--- src/design/dcache_pkg.sv ---
// Data cache package with shared widths, sizes, entry layout and controller states.
package dcache_pkg;

	// Bus and CPU port widths.
	typedef logic [31:0] addr_t;
	typedef logic [31:0] data_t;
	typedef logic [3:0]  wmask_t;

	// ========================================================================
	// Cache geometry
	// ========================================================================
	localparam int unsigned INDEX_BITS = 6;
	localparam int unsigned LINE_COUNT = 1 << INDEX_BITS;

	typedef logic [INDEX_BITS-1:0] line_index_t;

	// One entry holds data, word address, dirty and valid.
	typedef logic [63:0] cache_entry_t;

	localparam int unsigned ENTRY_VALID_BIT = 0;
	localparam int unsigned ENTRY_DIRTY_BIT = 1;
	localparam int unsigned ENTRY_DATA_LSB  = 32;

	// ========================================================================
	// Backing memory
	// ========================================================================
	localparam int unsigned MEM_ADDR_BITS   = 10;
	localparam int unsigned MEM_WORDS       = 1 << MEM_ADDR_BITS;
	localparam int unsigned MEM_WAIT_CYCLES = 2;
	localparam int unsigned MEM_WAIT_BITS   = $clog2(MEM_WAIT_CYCLES + 1);

	typedef logic [MEM_ADDR_BITS-1:0] mem_index_t;
	typedef logic [MEM_WAIT_BITS-1:0] wait_count_t;

	// Controller states.
	typedef enum logic [3:0] {
		idle,
		flush_setup,
		flush_check,
		flush_write,
		flush_next,
		pass_through,
		write_setup,
		write_wait,
		read_setup,
		read_wb_wait,
		read_bus_wait,
		initialize
	} cache_state_t;

	// Packs a word and its address into an entry.
	function automatic cache_entry_t make_entry(data_t data, addr_t address, logic dirty,
			logic valid);
		cache_entry_t entry;
		entry = '0;
		entry[ENTRY_DATA_LSB +: 32] = data;
		entry[31:2] = address[31:2];
		entry[ENTRY_DIRTY_BIT] = dirty;
		entry[ENTRY_VALID_BIT] = valid;
		return entry;
	endfunction

endpackage

--- src/design/dcache_bram.sv ---
// Cache entry RAM, single port, registered read with new data on a write.
`timescale 1ns/1ps

module dcache_bram (
	input  logic                     i_clock,
	input  logic                     i_write,
	input  dcache_pkg::line_index_t  i_index,
	input  dcache_pkg::cache_entry_t i_wdata,
	output dcache_pkg::cache_entry_t o_rdata
);

	// Entry storage, cleared by the controller sweep.
	dcache_pkg::cache_entry_t ram [0:dcache_pkg::LINE_COUNT-1];

	always_ff @(posedge i_clock) begin
		if (i_write) begin
			ram[i_index] <= i_wdata;
		end
	end

	// Read port.
	// A write shows its own data in the next cycle.
	always_ff @(posedge i_clock) begin
		if (i_write) begin
			o_rdata <= i_wdata;
		end else begin
			o_rdata <= ram[i_index];
		end
	end

endmodule

--- config.mk ---
export PLATFORM = sky130hd
export DESIGN_NAME = dcache_bram
export DESIGN_NICKNAME = d
export VERILOG_FILES = /design/src/design/dcache_pkg.sv /design/src/design/dcache_bram.sv
export SDC_FILE = /design/constraint.sdc
export NUM_CORES = 2
export LEC_CHECK = 0
export BUFFER_PORTS_ARGS = -buffer_cell sky130_fd_sc_hd__buf_2
export CAP_MARGIN = 30
export CORE_MARGIN = 5
export CORE_UTILIZATION = 45
export CTS_CLUSTER_DIAMETER = 40
export DETAILED_ROUTE_END_ITERATION = 6
export PLACE_DENSITY_LB_ADDON = 0.15
export SLEW_MARGIN = 20
export SYNTH_ARGS = -nofsm -noshare
export SYNTH_HDL_FRONTEND = slang
export SYNTH_SLANG_ARGS = --single-unit
--- constraint.sdc ---
create_clock -name i_clock -period 8.7 [get_ports i_clock]
set_clock_uncertainty 0.1 [all_clocks]
set_input_delay 0.87 -clock i_clock [delete_from_list [all_inputs] [get_ports i_clock]]
set_output_delay 0.87 -clock i_clock [all_outputs]
set_load 0.01 [all_outputs]
==> results.py <==
metrics = {
    "floorplan": {
        "core_region_area_mm2": 0.343,
        "die_w_um": 597,
        "num_io_pins": 136,
        "die_y_um": 597,
        "rows": 215,
        "dieArea_mm2": 0.357,
        "start_util_pct": 45.2,
    },
    "critical_path": {
        "critPathTopFamily": "buffers and inverters",
        "critical_path_class": "register to output pin",
        "cpMaxStageDelayCell": "buf_4",
        "path_buf_inv": 3,
        "critPathRequiredTime_ps": 7730,
        "cp_slowest_stage_delay_ps": 790,
        "arrival_ps": 5080,
        "path_cells": "buf_4 -> buf_12 -> mux4_2 -> or3_1 -> a41oi_1 -> a211oi_1 -> buf_2",
        "critPathCapture": "o_rdata[43]",
        "cp_max_fo": 133,
        "cp-start-kind": "register",
        "worstSetupEndpointType": "output pin",
        "cp.depth": 7,
    },
    "detailed_routing": {
        "drt-initial-drc-count": 10500,
        "viasPerCell": 6.36,
        "dr.pass1.iters": 6,
        "ant_nets": 0,
        "num_vias": 77100,
        "drt_wl_total_mm": 459,
        "drc": 0,
        "routedWlPerCell_um": 37.9,
    },
    "cells_and_area": {
        "multi_input_area_mm2": 0.0308,
        "fillers": 26300,
        "largestRegisters": "ram x4096",
        "drive_above_1_share_pct": 31.6,
        "synthToLayoutAreaGrowth_pct": 16.9,
        "area.sequential_mm2": 0.123,
        "regMostFlops": "ram",
        "largest_reg_flops": 4096,
        "fin_nets": 7204,
    },
    "place": {
        "post-dp-hpwl_mm": 243,
        "io_buffer_count": 135,
        "gp_congestion": 0.763,
    },
    "timing": {
        "worst_pin_slew_ps": 1100,
        "hold_slack_ps": 93.4,
        "max_freq_mhz": 165,
        "slew_headroom_pct": 26.6,
        "tns_ps": 0,
        "slew_violations": 0,
        "finalCritPeriodShare_pct": 69.5,
        "setup_viol": 0,
        "rsz0062_at_grt": "false",
        "hold_viol": 0,
        "min_period_ps": 6050,
    },
    "grt": {
        "grt_pass1_wl_mm": 632,
        "overflow": 0,
        "grt_use_total_pct": 25.4,
        "grt_max_degree": 134,
        "antenna_found_initial": 45,
        "first_global_vias": 77200,
    },
    "clock_network": {
        "cts_root_buf": "clkbuf_16",
        "cts_hold_buffers": 4,
        "clkTransAtPathRegs_ps": 60,
        "post_cts_resize_count": 0,
        "cts_buffers": 528,
        "h-tree-depth": 6,
        "cts_buffer_depth": 4,
        "cts_setup_buffers": 0,
        "cts_tree": "done",
        "clock-sinks": 4102,
    },
    "synthesis": {
        "yosysMostFrequentCell": "edfxtp_1",
        "yosys.area.top_type": "edfxtp_1",
        "syn_area_per_cell_um2": 23.7,
        "synth_edf_count": 4096,
        "yosysWarnings": 0,
        "synthTopCellsByCount": "edfxtp_1, mux4_2, buf_2, a22oi_1, clkbuf_1",
        "netlist_area_mm2": 0.155,
        "synth-seq-cells": 4102,
        "yosysSeqAreaShare_pct": 79.3,
        "ys.flop_type": "edfxtp_1",
        "netlist_top_cells_area": "edfxtp_1, mux4_2, mux2i_1, a22oi_1, buf_2",
        "synthDistinctLibCells": 33,
        "synth_fp_nets": 6612,
        "synthArstFlopShare_pct": 0,
        "synth_top_area_share_pct": 79.3,
        "synth_cells": 6540,
    },
    "pwr": {
        "cellLeakagePower_nw": 57.0,
        "p_per_area_mw_per_mm2": 250,
        "peakVddDrop_mv": 0.226,
    },
    "run_status": {
        "status": "finished clean",
    },
    "job": {
        "cap_violations": 0,
    },
    "worst_hold_path": {
        "hold_path_class": "input pin to register",
    },
}
-- metal layers --
metal | vias up | GRT usage [%] | part of all wire [%]
li1 | 29700 | - | -
met1 | 42600 | 37.1 | 41
met2 | 4044 | 39.8 | 47
met3 | 746 | 5.06 | 9.1
met4 | 20 | 6.66 | 2.9
met5 | - | 0 | 0.026
-- power by group --
part           total [W]  internal, W  switching [W]
sequential        0.0219       0.0219      0.0000430
combinational    0.00201     0.000737        0.00127
clock             0.0214       0.0130        0.00845
total             0.0454       0.0356        0.00977
-- logic make-up after synthesis --
logic type             Yosys count  share of synthesized area, %
AOI/OAI and AO/OA              504                          2.50
buffers and inverters          389                          1.19
DFF                           4102                          79.3
muxes                         1159                          15.7
and+or+nand+nor                386                          1.25
-- worst min path at each step --
stage,endpoint,slack [ps],cells after the start,startpoint
finish,register,90,1,i_index[0]
detailed placement,register,1020,1,i_index[3]
CTS,register,20,1,i_index[0]
floorplan,register,800,0,i_index[0]
global placement,register,1020,1,i_index[3]
global route,register,40,1,i_index[0]
-- layout by cell type (no fill, tap or decap), types with 19 or more instances in the layout --
cell type      n
clkinvlp_4    59
and3_1        64
a22o_1        88
buf_16        19
nor2_4        65
edfxtp_1    4096
a2bb2oi_1     19
a211oi_1      60
mux2i_1      135
clkinv_4      34
or3_1         29
mux4_2      1024
a41oi_1       26
o221ai_1      38
nand3_1       45
clkbuf_1      60
clkinv_2      70
o22ai_1       83
nand2_1       54
inv_1         19
clkinv_1      67
buf_4        206
nor2b_1       24
clkbuf_16    543
a22oi_1      168
buf_2        125
inv_6         43
bufinv_16     49
or2_2         28
nor2_1        47
buf_12        74
-- area by class of cell --
cell class | count | area share (%)
clock inverter | 346 | 1.97
timing repair buffer | 432 | 2.35
tap | 4557 | 3.14
inverter | 19 | 0.0393
multi-input combinational | 2049 | 17.0
sequential | 4102 | 67.9
clock buffer | 604 | 7.62
antenna | 13 | 0.0179
-- through the flow --
stage	power [W]	util (%)	std cells	instance area, µm²	setup WS [ps]
after floorplan	0.0234	-	6540	155000	2290
after global placement	0.0243	47.3	11100	162000	3560
after detailed placement	0.0243	47.5	11100	163000	3600
after CTS	0.0457	52.6	12100	181000	2510
after global routing	0.0467	52.8	12100	181000	2390
final	0.0454	52.8	12100	181000	2650
Power figures use the tool's default switching activity.
