`config.mk`:
```
export PLATFORM = sky130hd
export DESIGN_NAME = dcache_controller
export DESIGN_NICKNAME = d
export VERILOG_FILES = /design/src/design/dcache_pkg.sv /design/src/design/dcache_controller.sv
export SDC_FILE = /design/constraint.sdc
export NUM_CORES = 1
export LEC_CHECK = 0
export BUFFER_PORTS_ARGS = -buffer_cell sky130_fd_sc_hd__buf_2
export CORE_AREA = 2 2 136 138
export DETAILED_ROUTE_END_ITERATION = 10
export DIE_AREA = 0 0 138 140
export GPL_TIMING_DRIVEN = 0
export RECOVER_POWER = 25
export SYNTH_ARGS = -nofsm -noshare
export SYNTH_HDL_FRONTEND = slang
export SYNTH_SLANG_ARGS = --single-unit
```
`constraint.sdc`:
```
create_clock -name i_clock -period 7.29 [get_ports i_clock]
set_input_delay 2.187 -clock i_clock [delete_from_list [all_inputs] [get_ports i_clock]]
set_output_delay 2.187 -clock i_clock [all_outputs]
set_load 0.03 [all_outputs]
```
`src/design/dcache_pkg.sv`:
```
// Data cache package with shared widths, sizes, entry layout and controller states.
package dcache_pkg;

	// Bus and CPU port widths.
	typedef logic [31:0] addr_t;
	typedef logic [31:0] data_t;
	typedef logic [3:0]  wmask_t;

	// ========================================================================
	// Cache geometry
	// ========================================================================
	localparam int unsigned INDEX_BITS = 6;
	localparam int unsigned LINE_COUNT = 1 << INDEX_BITS;

	typedef logic [INDEX_BITS-1:0] line_index_t;

	// One entry holds data, word address, dirty and valid.
	typedef logic [63:0] cache_entry_t;

	localparam int unsigned ENTRY_VALID_BIT = 0;
	localparam int unsigned ENTRY_DIRTY_BIT = 1;
	localparam int unsigned ENTRY_DATA_LSB  = 32;

	// ========================================================================
	// Backing memory
	// ========================================================================
	localparam int unsigned MEM_ADDR_BITS   = 10;
	localparam int unsigned MEM_WORDS       = 1 << MEM_ADDR_BITS;
	localparam int unsigned MEM_WAIT_CYCLES = 2;
	localparam int unsigned MEM_WAIT_BITS   = $clog2(MEM_WAIT_CYCLES + 1);

	typedef logic [MEM_ADDR_BITS-1:0] mem_index_t;
	typedef logic [MEM_WAIT_BITS-1:0] wait_count_t;

	// Controller states.
	typedef enum logic [3:0] {
		idle,
		flush_setup,
		flush_check,
		flush_write,
		flush_next,
		pass_through,
		write_setup,
		write_wait,
		read_setup,
		read_wb_wait,
		read_bus_wait,
		initialize
	} cache_state_t;

	// Packs a word and its address into an entry.
	function automatic cache_entry_t make_entry(data_t data, addr_t address, logic dirty,
			logic valid);
		cache_entry_t entry;
		entry = '0;
		entry[ENTRY_DATA_LSB +: 32] = data;
		entry[31:2] = address[31:2];
		entry[ENTRY_DIRTY_BIT] = dirty;
		entry[ENTRY_VALID_BIT] = valid;
		return entry;
	endfunction

endpackage

```
`src/design/dcache_controller.sv`:
```
// Direct-mapped write-back data cache controller FSM.
`timescale 1ns/1ps

module dcache_controller (
	input  logic                     i_clock,
	input  logic                     i_reset,

	// CPU port.
	input  logic                     i_request,
	input  logic                     i_rw,
	input  logic                     i_flush,
	input  logic                     i_cacheable,
	input  dcache_pkg::addr_t        i_address,
	input  dcache_pkg::data_t        i_wdata,
	input  dcache_pkg::wmask_t       i_wmask,
	output logic                     o_ready,
	output dcache_pkg::data_t        o_rdata,

	// Bus.
	output logic                     o_bus_request,
	output logic                     o_bus_rw,
	output dcache_pkg::addr_t        o_bus_address,
	output dcache_pkg::data_t        o_bus_wdata,
	output dcache_pkg::wmask_t       o_bus_wmask,
	input  logic                     i_bus_ready,
	input  dcache_pkg::data_t        i_bus_rdata,

	// Cache RAM.
	output logic                     o_cache_write,
	output dcache_pkg::line_index_t  o_cache_index,
	output dcache_pkg::cache_entry_t o_cache_wdata,
	input  dcache_pkg::cache_entry_t i_cache_rdata
);

	dcache_pkg::cache_state_t state;
	dcache_pkg::cache_state_t next_state;

	// Line counter for flush and sweep, MSB set means done.
	logic [dcache_pkg::INDEX_BITS:0] line_count;
	logic [dcache_pkg::INDEX_BITS:0] next_line_count;

	logic              entry_valid;
	logic              entry_dirty;
	dcache_pkg::addr_t entry_address;
	dcache_pkg::data_t entry_data;
	logic              entry_match;
	logic              walk_done;

	// Fields of the entry read last cycle.
	assign entry_valid   = i_cache_rdata[dcache_pkg::ENTRY_VALID_BIT];
	assign entry_dirty   = i_cache_rdata[dcache_pkg::ENTRY_DIRTY_BIT];
	assign entry_address = {i_cache_rdata[31:2], 2'b00};
	assign entry_data    = i_cache_rdata[dcache_pkg::ENTRY_DATA_LSB +: 32];

	assign entry_match = (entry_address[31:2] == i_address[31:2]);
	assign walk_done   = line_count[dcache_pkg::INDEX_BITS];

	always_ff @(posedge i_clock) begin
		if (i_reset) begin
			state      <= dcache_pkg::initialize;
			line_count <= '0;
		end else begin
			state      <= next_state;
			line_count <= next_line_count;
		end
	end

	always_comb begin
		next_state      = state;
		next_line_count = line_count;

		o_ready = 1'b0;
		o_rdata = '0;

		o_bus_request = 1'b0;
		o_bus_rw      = 1'b0;
		o_bus_address = '0;
		o_bus_wdata   = '0;
		o_bus_wmask   = 4'b0000;

		// The request address indexes the RAM unless a walk is running.
		o_cache_write = 1'b0;
		o_cache_index = i_address[dcache_pkg::INDEX_BITS+1:2];
		o_cache_wdata = '0;

		case (state)
			dcache_pkg::idle: begin
				if (i_request) begin
					if (i_flush) begin
						next_line_count = '0;
						next_state = dcache_pkg::flush_setup;
					end else if (!i_cacheable) begin
						next_state = dcache_pkg::pass_through;
					end else if (i_rw) begin
						next_state = dcache_pkg::write_setup;
					end else begin
						next_state = dcache_pkg::read_setup;
					end
				end
			end

			// ================================================================
			// Flush
			// ================================================================
			dcache_pkg::flush_setup: begin
				o_cache_index = line_count[dcache_pkg::INDEX_BITS-1:0];
				if (walk_done) begin
					o_ready = 1'b1;
					next_state = dcache_pkg::idle;
				end else begin
					next_state = dcache_pkg::flush_check;
				end
			end

			dcache_pkg::flush_check: begin
				o_cache_index = line_count[dcache_pkg::INDEX_BITS-1:0];
				if (entry_valid && entry_dirty) begin
					next_state = dcache_pkg::flush_write;
				end else begin
					next_line_count = line_count + 1'b1;
					next_state = dcache_pkg::flush_setup;
				end
			end

			dcache_pkg::flush_write: begin
				o_cache_index = line_count[dcache_pkg::INDEX_BITS-1:0];
				o_bus_request = 1'b1;
				o_bus_rw      = 1'b1;
				o_bus_address = entry_address;
				o_bus_wdata   = entry_data;
				o_bus_wmask   = 4'b1111;
				if (i_bus_ready) begin
					// Line stays valid but is clean now.
					o_cache_write = 1'b1;
					o_cache_wdata = dcache_pkg::make_entry(entry_data, entry_address, 1'b0, 1'b1);
					next_state = dcache_pkg::flush_next;
				end
			end

			// Bus request drops here for one cycle.
			dcache_pkg::flush_next: begin
				o_cache_index = line_count[dcache_pkg::INDEX_BITS-1:0];
				next_line_count = line_count + 1'b1;
				next_state = dcache_pkg::flush_setup;
			end

			// ================================================================
			// Uncached access
			// ================================================================
			dcache_pkg::pass_through: begin
				o_bus_request = i_request;
				o_bus_rw      = i_rw;
				o_bus_address = i_address;
				o_bus_wdata   = i_wdata;
				o_bus_wmask   = i_wmask;
				o_rdata       = i_bus_rdata;
				o_ready       = i_bus_ready;
				if (!i_request) begin
					next_state = dcache_pkg::idle;
				end
			end

			// ================================================================
			// Cached write
			// ================================================================
			dcache_pkg::write_setup: begin
				if (entry_valid && entry_dirty && !entry_match) begin
					next_state = dcache_pkg::write_wait;
				end else begin
					o_cache_write = 1'b1;
					o_cache_wdata = dcache_pkg::make_entry(i_wdata, i_address, 1'b1, 1'b1);
					o_ready = 1'b1;
					next_state = dcache_pkg::idle;
				end
			end

			// Old word goes back, then the new word is stored dirty.
			dcache_pkg::write_wait: begin
				o_bus_request = 1'b1;
				o_bus_rw      = 1'b1;
				o_bus_address = entry_address;
				o_bus_wdata   = entry_data;
				o_bus_wmask   = 4'b1111;
				if (i_bus_ready) begin
					o_cache_write = 1'b1;
					o_cache_wdata = dcache_pkg::make_entry(i_wdata, i_address, 1'b1, 1'b1);
					o_ready = 1'b1;
					next_state = dcache_pkg::idle;
				end
			end

			// ================================================================
			// Cached read
			// ================================================================
			dcache_pkg::read_setup: begin
				o_rdata = entry_data;
				if (entry_valid && entry_match) begin
					o_ready = 1'b1;
					next_state = dcache_pkg::idle;
				end else if (entry_valid && entry_dirty) begin
					next_state = dcache_pkg::read_wb_wait;
				end else begin
					next_state = dcache_pkg::read_bus_wait;
				end
			end

			// Write-back of the victim.
			// Marking it clean sends the FSM back through read_setup to refill.
			dcache_pkg::read_wb_wait: begin
				o_bus_request = 1'b1;
				o_bus_rw      = 1'b1;
				o_bus_address = entry_address;
				o_bus_wdata   = entry_data;
				o_bus_wmask   = 4'b1111;
				if (i_bus_ready) begin
					o_cache_write = 1'b1;
					o_cache_wdata = dcache_pkg::make_entry(entry_data, entry_address, 1'b0, 1'b1);
					next_state = dcache_pkg::read_setup;
				end
			end

			dcache_pkg::read_bus_wait: begin
				o_bus_request = 1'b1;
				o_bus_address = i_address;
				o_rdata       = i_bus_rdata;
				if (i_bus_ready) begin
					o_cache_write = 1'b1;
					o_cache_wdata = dcache_pkg::make_entry(i_bus_rdata, i_address, 1'b0, 1'b1);
					o_ready = 1'b1;
					next_state = dcache_pkg::idle;
				end
			end

			// ================================================================
			// Initialize sweep
			// ================================================================
			dcache_pkg::initialize: begin
				o_cache_index = line_count[dcache_pkg::INDEX_BITS-1:0];
				if (walk_done) begin
					next_line_count = '0;
					next_state = dcache_pkg::idle;
				end else begin
					o_cache_write = 1'b1;
					o_cache_wdata = '0;
					next_line_count = line_count + 1'b1;
				end
			end

			default: begin
				next_state = dcache_pkg::idle;
			end
		endcase
	end

endmodule

```
==> results.toml, run 1 <==
[outcome]
status = "completed"

[sta]
period_share_pct = 92.0
timing.fmax_mhz = 149
hold_viol = 0
fin_skew_ns = 0.00718
relSlewSlack_pct = 40.5
period_minus_slack_ns = 6.71
worst_slew_pin_slew_ns = 0.887
finalMaxSlewViolations = 0
setup_tns_ns = 0
rsz0062_at_grt = "false"
setup_viol = 0

[clocking]
htree_num_levels = 1
root_buffer = "clkbuf_16"
clkLatencyLatePin_ns = 0.24
path_clk_slew_ns = 0.05
cts_buffer_depth = 2
cts_setup_buffers = 0
postCtsHoldBufs = 0
cts_buffers = 3
numClockSinks = 11
postCtsResizedCells = 0
cts_tree = "done"

[setup_path]
cp-startpoint = "i_cache_rdata[20]"
crit_path_top_delay_cell = "nor4_4"
r2r-start = "state[2]"
cp_data_required_time_ns = 5.10
startpoint_type = "primary input"
crit_path_end_kind = "output pin"
arrival_ns = 4.52
crit_type = "primary input to output pin"
max_stage_delay_ns = 0.46
cp_cell_sequence = "clkbuf_1 -> xnor2_1 -> nand4_1 -> nor4_4 -> a21oi_1 -> o21ai_4 -> buf_6 -> a21o_1 -> buf_2"
path_max_fanout = 10

[synthesis]
ys.flop_type = "dfxtp_1"
ys_ff_latch = 11
syn_nets = 583
yosysUniqueCellTypes = 57
synth-edff-count = 0
netlist_instances = 410
netlist_area_um2 = 3270
yosysWarnings = 0
ys_async_sr_fraction_pct = 0
synth_area_per_cell_um2 = 7.98
yosysSeqAreaShare_pct = 6.73

[die]
start_util_pct = 18.4
rows = 49
core_um2 = 17800
io_pins = 345
die_w_um = 138
dieHeight_um = 140
fp.dieArea_um2 = 19300

[routing]
wirelength_um = 21200
drc = 0
ant_nets = 0
route.vias.total = 5160
wl_per_cell_um = 21.4
vias_per_cell = 5.22
drtIter0Drc = 306
firstDrtPassIters = 5

[layout]
syn_to_final_growth_pct = 62.4
nets = 932
final_cell_mix = "buf_2 (324), a22o_1 (156), clkbuf_1 (51)"
mostFrequentLayoutCell = "buf_2"
layout-drive-gt1-share_pct = 46.7
fill_cells = 2055

[global_route]
grt_max_degree = 11
grt_pass1_wl_um = 30200
overflow = 0
grt_pass1_vias = 4846
globalRouteTotalUtil_pct = 20.0
antenna_found_initial = 4

[hold_path]
min_from = "line_count[5]"
hold_class = "flip-flop to flip-flop"

[power_and_ir_drop]
switching_share_pct = 65.6
clkPwrFrac_pct = 4.0
ir_worst_vdd_uv = 255
total_leakage_power_nw = 3.00
cell_internal_pwr_mw = 0.868
p_per_area_nw_per_um2 = 475
total_power_mw = 2.52
combPwrFrac_pct = 92.6
power_frac_seq_pct = 3.4
p_switching_mw = 1.66

[placement]
place_hpwl_um = 17400
gp_congestion = 0.968
port_buffers = 344

[flow_run]
cap_violations = 0
-- cells in the mapped netlist, types with 2 or more instances --
cell type / n / area share (%)
nand3b_1: 4 / 0.92
and2_1: 3 / 0.57
o21bai_1: 2 / 0.46
a21oi_1: 10 / 1.5
buf_1: 5 / 0.57
nor2_1: 15 / 1.7
nand2_1: 11 / 1.3
nand2b_1: 4 / 0.76
mux2_2: 6 / 2.1
nor4_4: 2 / 1.3
xnor2_1: 32 / 8.6
nor3_1: 4 / 0.61
o31ai_1: 2 / 0.46
and3_1: 2 / 0.38
ha_1: 2 / 0.76
nor2b_1: 5 / 0.96
o21a_1: 2 / 0.46
dfxtp_1: 11 / 6.7
clkbuf_1: 14 / 1.6
o21ai_0: 3 / 0.46
nor3_2: 2 / 0.61
a21oi_2: 3 / 0.80
a211oi_1: 2 / 0.46
a21o_1: 37 / 8.5
nand4_1: 7 / 1.3
buf_6: 6 / 2.1
o21ai_1: 4 / 0.61
nand3_1: 4 / 0.61
a22o_1: 156 / 42
xor2_1: 4 / 1.1
inv_1: 3 / 0.34
buf_2: 17 / 2.6
a22oi_1: 2 / 0.46
-- logic make-up (layout without fill, tap and decap cells) --
logic type,Yosys count,after routing,synth area share (%)
AND/OR/NAND/NOR,73,73,13.7
AO/OA/AOI/OAI,234,234,59.3
buffers and inverters,47,395,7.54
flip-flops,11,11,6.73
other,0,2,0
XOR/XNOR,36,36,9.64
multiplexers,7,7,2.37
adder cells (fa/ha/maj),2,2,0.765
-- registers in the layout, indices dropped and copies added, names as in the netlist --
name	count
line_count	7
state	4
-- routing by layer --
layer | wire [µm] | GRT usage [%]
met1 | 8990 | 26.6
met2 | 10000 | 33.3
met3 | 1580 | 3.18
met4 | 546 | 6.07
met5 | 27 | 0
-- worst max-delay path: cells and delay by family --
kind	cells	cell delay (ns)
buffers and inverters	3	0.61
XOR/XNOR	1	0.14
AO/OA/AOI/OAI	3	0.86
AND/OR/NAND/NOR	2	0.69
-- worst paths after layout --
check | endpoint | slack, ns | cells after the start
worst max-delay path | o_cache_wdata[62] | 0.58 | 9
worst min-delay path | line_count[5] | 0.54 | 2
worst max register to register | state[0] | 5.31 | 6
worst min register to register | line_count[5] | 0.54 | 2
-- per-stage QoR --
stage               util [%]  cells  hold slack (ns)  worst slack [ns]  instance area [µm²]
finish                  29.9    989            0.542             0.583                 5310
global placement        29.7    983            0.533             0.673                 5280
detailed placement      29.7    983            0.537             0.647                 5280
floorplan                  -    410            0.489              1.47                 3270
global route            29.9    988            0.573             0.418                 5310
CTS                     30.1    987            0.547             0.637                 5360
-- power by group through the flow --
stage / sequential, mW / clock [mW] / combinational [mW]
6_report: 0.0847 / 0.101 / 2.34
5_1_grt: 0.0866 / 0.104 / 2.46
3_3_place_gp: 0.0859 / 0 / 2.37
4_1_cts: 0.0849 / 0.102 / 2.37
3_5_place_dp: 0.0861 / 0 / 2.36
2_1_floorplan: 0.0833 / 0 / 1.64
-- layout make-up --
cell class                      instances  area (µm²)  area share, %
Sequential cell                        11         220           4.15
Antenna cell                            2        5.00         0.0943
Inverter                                4        15.0          0.283
Timing Repair Buffer                  344        1680           31.6
Multi-Input combinational cell        352        2800           52.7
Clock buffer                            3        75.1           1.41
Clock inverter                          1        5.00         0.0943
Buffer                                 43         231           4.36
Tap cell                              229         287           5.40
Power figures use the tool's default switching activity.
==> run 2: changes to the inputs <==
==> config.mk (replaced) <==
export PLATFORM = sky130hd
export DESIGN_NAME = dcache_controller
export DESIGN_NICKNAME = d
export VERILOG_FILES = /design/src/design/dcache_pkg.sv /design/src/design/dcache_controller.sv
export SDC_FILE = /design/constraint.sdc
export NUM_CORES = 1
export LEC_CHECK = 0
export ABC_AREA = 1
export CORE_AREA = 2 2 135 137
export DETAILED_ROUTE_END_ITERATION = 10
export DIE_AREA = 0 0 137 139
export DONT_BUFFER_PORTS = 1
export GPL_TIMING_DRIVEN = 0
export RECOVER_POWER = 25
export SKIP_CTS_REPAIR_TIMING = 1
export SYNTH_ARGS = -nofsm -noshare
export SYNTH_HDL_FRONTEND = slang
export SYNTH_SLANG_ARGS = --single-unit
==> run 2 against run 1 <==
  * Sequential share of layout area increased by 0.78 points
  * Sequential power increased by 11%
  * Clock skew decreased by 0.0045 ns
  * Count of clock-buffer cells in the layout increased by 1
  * Fmax increased by 8.3%
  * Clock power about the same
  * Core utilization decreased by 4.6 points
  * Critical path depth decreased by 3
  * Global-route usage increased by 2.5 points
  * Routed wire length increased by 10%
  * Largest cell class unchanged
  * Largest power group unchanged
==> results.toml, run 2 <==
[die]
core_um2 = 17700
start_util_pct = 23.3
rows = 49
fp.dieArea_um2 = 19000
io_pins = 345
dieHeight_um = 139
die_w_um = 137

[synthesis]
yosys.area.top_type_share_pct = 24.1
synth-edff-count = 0
yosysWarnings = 0
synth_top_area_cell = "nand2_1"
yosysUniqueCellTypes = 37
synth_area_per_cell_um2 = 4.99
yosysMostFrequentCell = "nand2_1"
ys.flop_type = "dfxtp_1"
synth.area.top_cells = "nand2_1 (24%), nand3_1 (14%), o21ai_0 (11%)"
ys_async_sr_fraction_pct = 0
netlist_area_um2 = 4120
netlist_instances = 824
ys_ff_latch = 11
yosysSeqAreaShare_pct = 5.35
syn_nets = 997
yosys-top-cells-count = "nand2_1 (264), nand3_1 (116), inv_1 (103)"

[setup_path]
cp-startpoint = "i_bus_ready"
path_max_fanout = 10
cp_cell_sequence = "clkbuf_1 -> nand2_1 -> inv_1 -> buf_2 -> nand2_1 -> nand3_1"
startpoint_type = "primary input"
arrival_ns = 4.01
crit_path_top_delay_cell = "clkbuf_1"
r2r-start = "state[1]"
crit_path_end_kind = "output pin"
crit_top_cell = "nand2_1"
path_buf_inv = 3
max_stage_delay_ns = 0.39
crit_type = "primary input to output pin"
cp_data_required_time_ns = 5.10
crit_family = "buffers and inverters"

[layout]
nets = 1002
syn_to_final_growth_pct = 8.57
final_cell_area_um2 = 4470
layout-drive-gt1-share_pct = 5.68
mostFrequentLayoutCell = "nand2_1"
antenna_cells = 0
reg_top3 = "line_count x7, state x4"
largest_reg_flops = 7
max_flop_register = "line_count"
final_cell_mix = "nand2_1 (266), nand3_1 (116), inv_1 (105)"
fin_cells = 1057
fill_cells = 2059
final_core_util_pct = 25.3

[global_route]
grt_max_degree = 11
globalRouteTotalUtil_pct = 22.5
overflow = 0
grt_pass1_wl_um = 32800
antenna_found_initial = 0
grt_pass1_vias = 5399

[clocking]
htree_num_levels = 1
numClockSinks = 11
cts_tree = "done"
clkLatencyLatePin_ns = 0.24
root_buffer = "clkbuf_16"
cts_buffer_depth = 2
path_clk_slew_ns = 0.04
cts_buffers = 3

[routing]
drtIter0Drc = 421
drc = 0
wirelength_um = 23300
vias_per_cell = 5.55
wl_per_cell_um = 22.1
firstDrtPassIters = 5
ant_nets = 0
route.vias.total = 5867

[sta]
hold_viol = 0
rsz0062_at_grt = "false"
layout_setup_ws_ns = 1.09
period_minus_slack_ns = 6.20
fin_skew_ns = 0.00266
period_share_pct = 85.0
setup_tns_ns = 0
finalMaxSlewViolations = 0
setup_viol = 0
timing.hold.ws_ns = 0.519
worst_slew_pin_slew_ns = 1.43
relSlewSlack_pct = 3.59
timing.fmax_mhz = 161

[placement]
dp_slack_ns = 1.03
port_buffers = 0
place_inst = 1053
place_hpwl_um = 19000
gp_congestion = 0.872
dpl_cell_area_um2 = 4400

[power_and_ir_drop]
total_power_mw = 2.10
ir_worst_vdd_uv = 157
p_per_area_nw_per_um2 = 470
total_leakage_power_nw = 1.96

[hold_path]
hold_class = "flip-flop to flip-flop"
min_from = "state[2]"

[flow_run]
cap_violations = 0

[outcome]
status = "completed"
-- run 2: worst paths after layout --
path	end	slack, ns	cells after the start
max	o_cache_wdata[51]	1.09	6
min reg2reg	state[2]	0.52	2
max reg2reg	state[0]	5.07	10
min	state[2]	0.52	2
-- run 2: area by class of cell --
type | instances | area [µm²] | share of cell area (%)
sequential | 11 | 220 | 4.93
multi-input combinational | 645 | 3190 | 71.3
inverter | 112 | 420 | 9.41
buffer | 56 | 275 | 6.16
tap | 229 | 287 | 6.41
clock buffer | 4 | 78.8 | 1.76
-- run 2: metal layers --
metal	vias to the layer above	part of all wire, %	global-route usage [%]
li1	2735	-	-
met1	2690	40	27.8
met2	392	45	36.6
met3	50	12	7.24
met4	0	3.1	7.16
met5	-	0	0
-- run 2: power breakdown --
group / switching [mW] / internal (mW) / leakage (nW)
Sequential: 0.0188 / 0.0753 / 0.0902
Clock: 0.0260 / 0.0733 / 0.0382
Combinational: 1.64 / 0.263 / 1.83
-- run 2: logic make-up (layout without fill, tap and decap cells) --
kind of cell / Yosys count / count (layout) / share of synthesized area (%)
AO/OA/AOI/OAI: 175 / 175 / 26.0
XOR/XNOR: 22 / 22 / 4.68
adder cells (fa/ha/maj): 2 / 2 / 0.608
buffers and inverters: 168 / 172 / 17.0
flip-flops: 11 / 11 / 5.35
AND/OR/NAND/NOR: 446 / 446 / 46.4
-- run 2: worst min-delay path: cells and delay by family, from the launching register on --
family | cells | cell delay, ns
AOI/OAI and AO/OA | 1 | 0.06
DFF | 1 | 0.34
and+or+nand+nor | 1 | 0.08
==> run 3: changes to the inputs <==
==> constraint.sdc (replaced) <==
create_clock -name i_clock -period 6.4 [get_ports i_clock]
set_input_delay 1.92 -clock i_clock [delete_from_list [all_inputs] [get_ports i_clock]]
set_output_delay 1.92 -clock i_clock [all_outputs]
set_load 0.03 [all_outputs]
==> run 3 against run 2 <==
  * Core utilization about the same
  * Combinational power rose by 14%
  * Die area unchanged
  * Critical path depth shrank 2
  * Highest routed layer unchanged
==> results.toml, run 3 (synthesized netlist as in run 2, its figures left out) <==
[power_and_ir_drop]
ir_worst_vdd_uv = 178
clkPwrFrac_pct = 4.8
total_leakage_power_nw = 1.95
total_power_mw = 2.38
p_per_area_nw_per_um2 = 533
cell_internal_pwr_mw = 0.464
switching_share_pct = 80.5
power_frac_seq_pct = 4.5
p_switching_mw = 1.92
combPwrFrac_pct = 90.7

[routing]
vias_per_cell = 5.58
firstDrtPassIters = 5
drc = 0
wirelength_um = 23300
ant_nets = 0
drtIter0Drc = 425
route.vias.total = 5895
wl_per_cell_um = 22.0

[layout]
fin_cells = 1057
nets = 1002
mostFrequentLayoutCell = "nand2_1"
syn_to_final_growth_pct = 8.45
final_core_util_pct = 25.3
largest_reg_flops = 7
final_cell_mix = "nand2_1 (266), nand3_1 (116), inv_1 (103)"
final_cell_area_um2 = 4460
max_flop_register = "line_count"
antenna_cells = 0
layout-drive-gt1-share_pct = 5.43
reg_top3 = "line_count x7, state x4"

[clocking]
cts_tree = "done"
path_clk_slew_ns = 0.04
cts_buffer_depth = 2
cts_buffers = 3
numClockSinks = 11
clkLatencyLatePin_ns = 0.24
htree_num_levels = 1
root_buffer = "clkbuf_16"

[sta]
timing.fmax_mhz = 176
period_share_pct = 88.9
timing.hold.ws_ns = 0.516
relSlewSlack_pct = 2.94
fin_skew_ns = 0.00266
period_minus_slack_ns = 5.69
setup_tns_ns = 0
worst_slew_pin_slew_ns = 1.44
setup_viol = 0
layout_setup_ws_ns = 0.711
hold_viol = 0
rsz0062_at_grt = "false"
finalMaxSlewViolations = 0

[global_route]
antenna_found_initial = 0
met1_usage_pct = 27.8
grt_max_degree = 11
grt_use_met2_pct = 36.6
busiest_layer = "met2"
use_met3_pct = 7.24
grt_pass1_wl_um = 32800
grt_pass1_vias = 5399
overflow = 0
globalRouteTotalUtil_pct = 22.5

[placement]
place_inst = 1053
dpl_cell_area_um2 = 4400
gp_congestion = 0.872
dp_slack_ns = 0.676
place_hpwl_um = 19000
port_buffers = 0

[die]
fp.dieArea_um2 = 19000
rows = 49
die_w_um = 137
core_um2 = 17700
start_util_pct = 23.3
dieHeight_um = 139
io_pins = 345

[setup_path]
worstSetupPathDepth = 4
ff2ff_path_depth = 9
cp_data_required_time_ns = 4.48
crit_family = "buffers and inverters"
crit_top_cell = "clkbuf_1"
crit_type = "primary input to output pin"
crit_path_top_delay_cell = "o2111ai_1"
startpoint_type = "primary input"
path_max_fanout = 10
max_stage_delay_ns = 0.74
path_buf_inv = 2
crit_path_end_kind = "output pin"
cp_cell_sequence = "clkbuf_1 -> nand2_1 -> clkbuf_1 -> o2111ai_1"
arrival_ns = 3.77

[hold_path]
hold_class = "flip-flop to flip-flop"
min_path_cells = 2

[flow_run]
cap_violations = 0

[outcome]
status = "completed"
-- run 3: cell type report --
cell class                      instances  area (µm²)
Multi-Input combinational cell        645        3180
Tap cell                              229         287
Buffer                                 56         275
Inverter                              112         420
Clock buffer                            4        78.8
Fill cell                            2064       13200
Sequential cell                        11         220
-- run 3: worst paths after layout --
check,startpoint,end,slack [ns]
max,i_bus_ready,o_cache_wdata[23],0.71
min,state[2],state[2],0.52
max reg2reg,state[3],line_count[2],4.31
min reg2reg,state[2],state[2],0.52
-- run 3: power by group through the flow --
stage	sequential (mW)	clock, mW	combinational, mW
after global placement	0.108	0	2.16
after global routing	0.109	0.119	2.28
final	0.107	0.113	2.16
after detailed placement	0.108	0	2.16
after CTS	0.107	0.116	2.16
after floorplan	0.102	0	1.73
-- run 3: routing by layer --
metal,vias up,routed length (µm)
met4,0,792
met2,427,10400
li1,2738,-
met1,2673,9280
met5,-,0
met3,57,2800
-- run 3: tightest hold or removal path: stages, from the launching register on --
cell     delay [ns]
dfxtp_1        0.34
nand2_1        0.08
a21oi_1        0.06
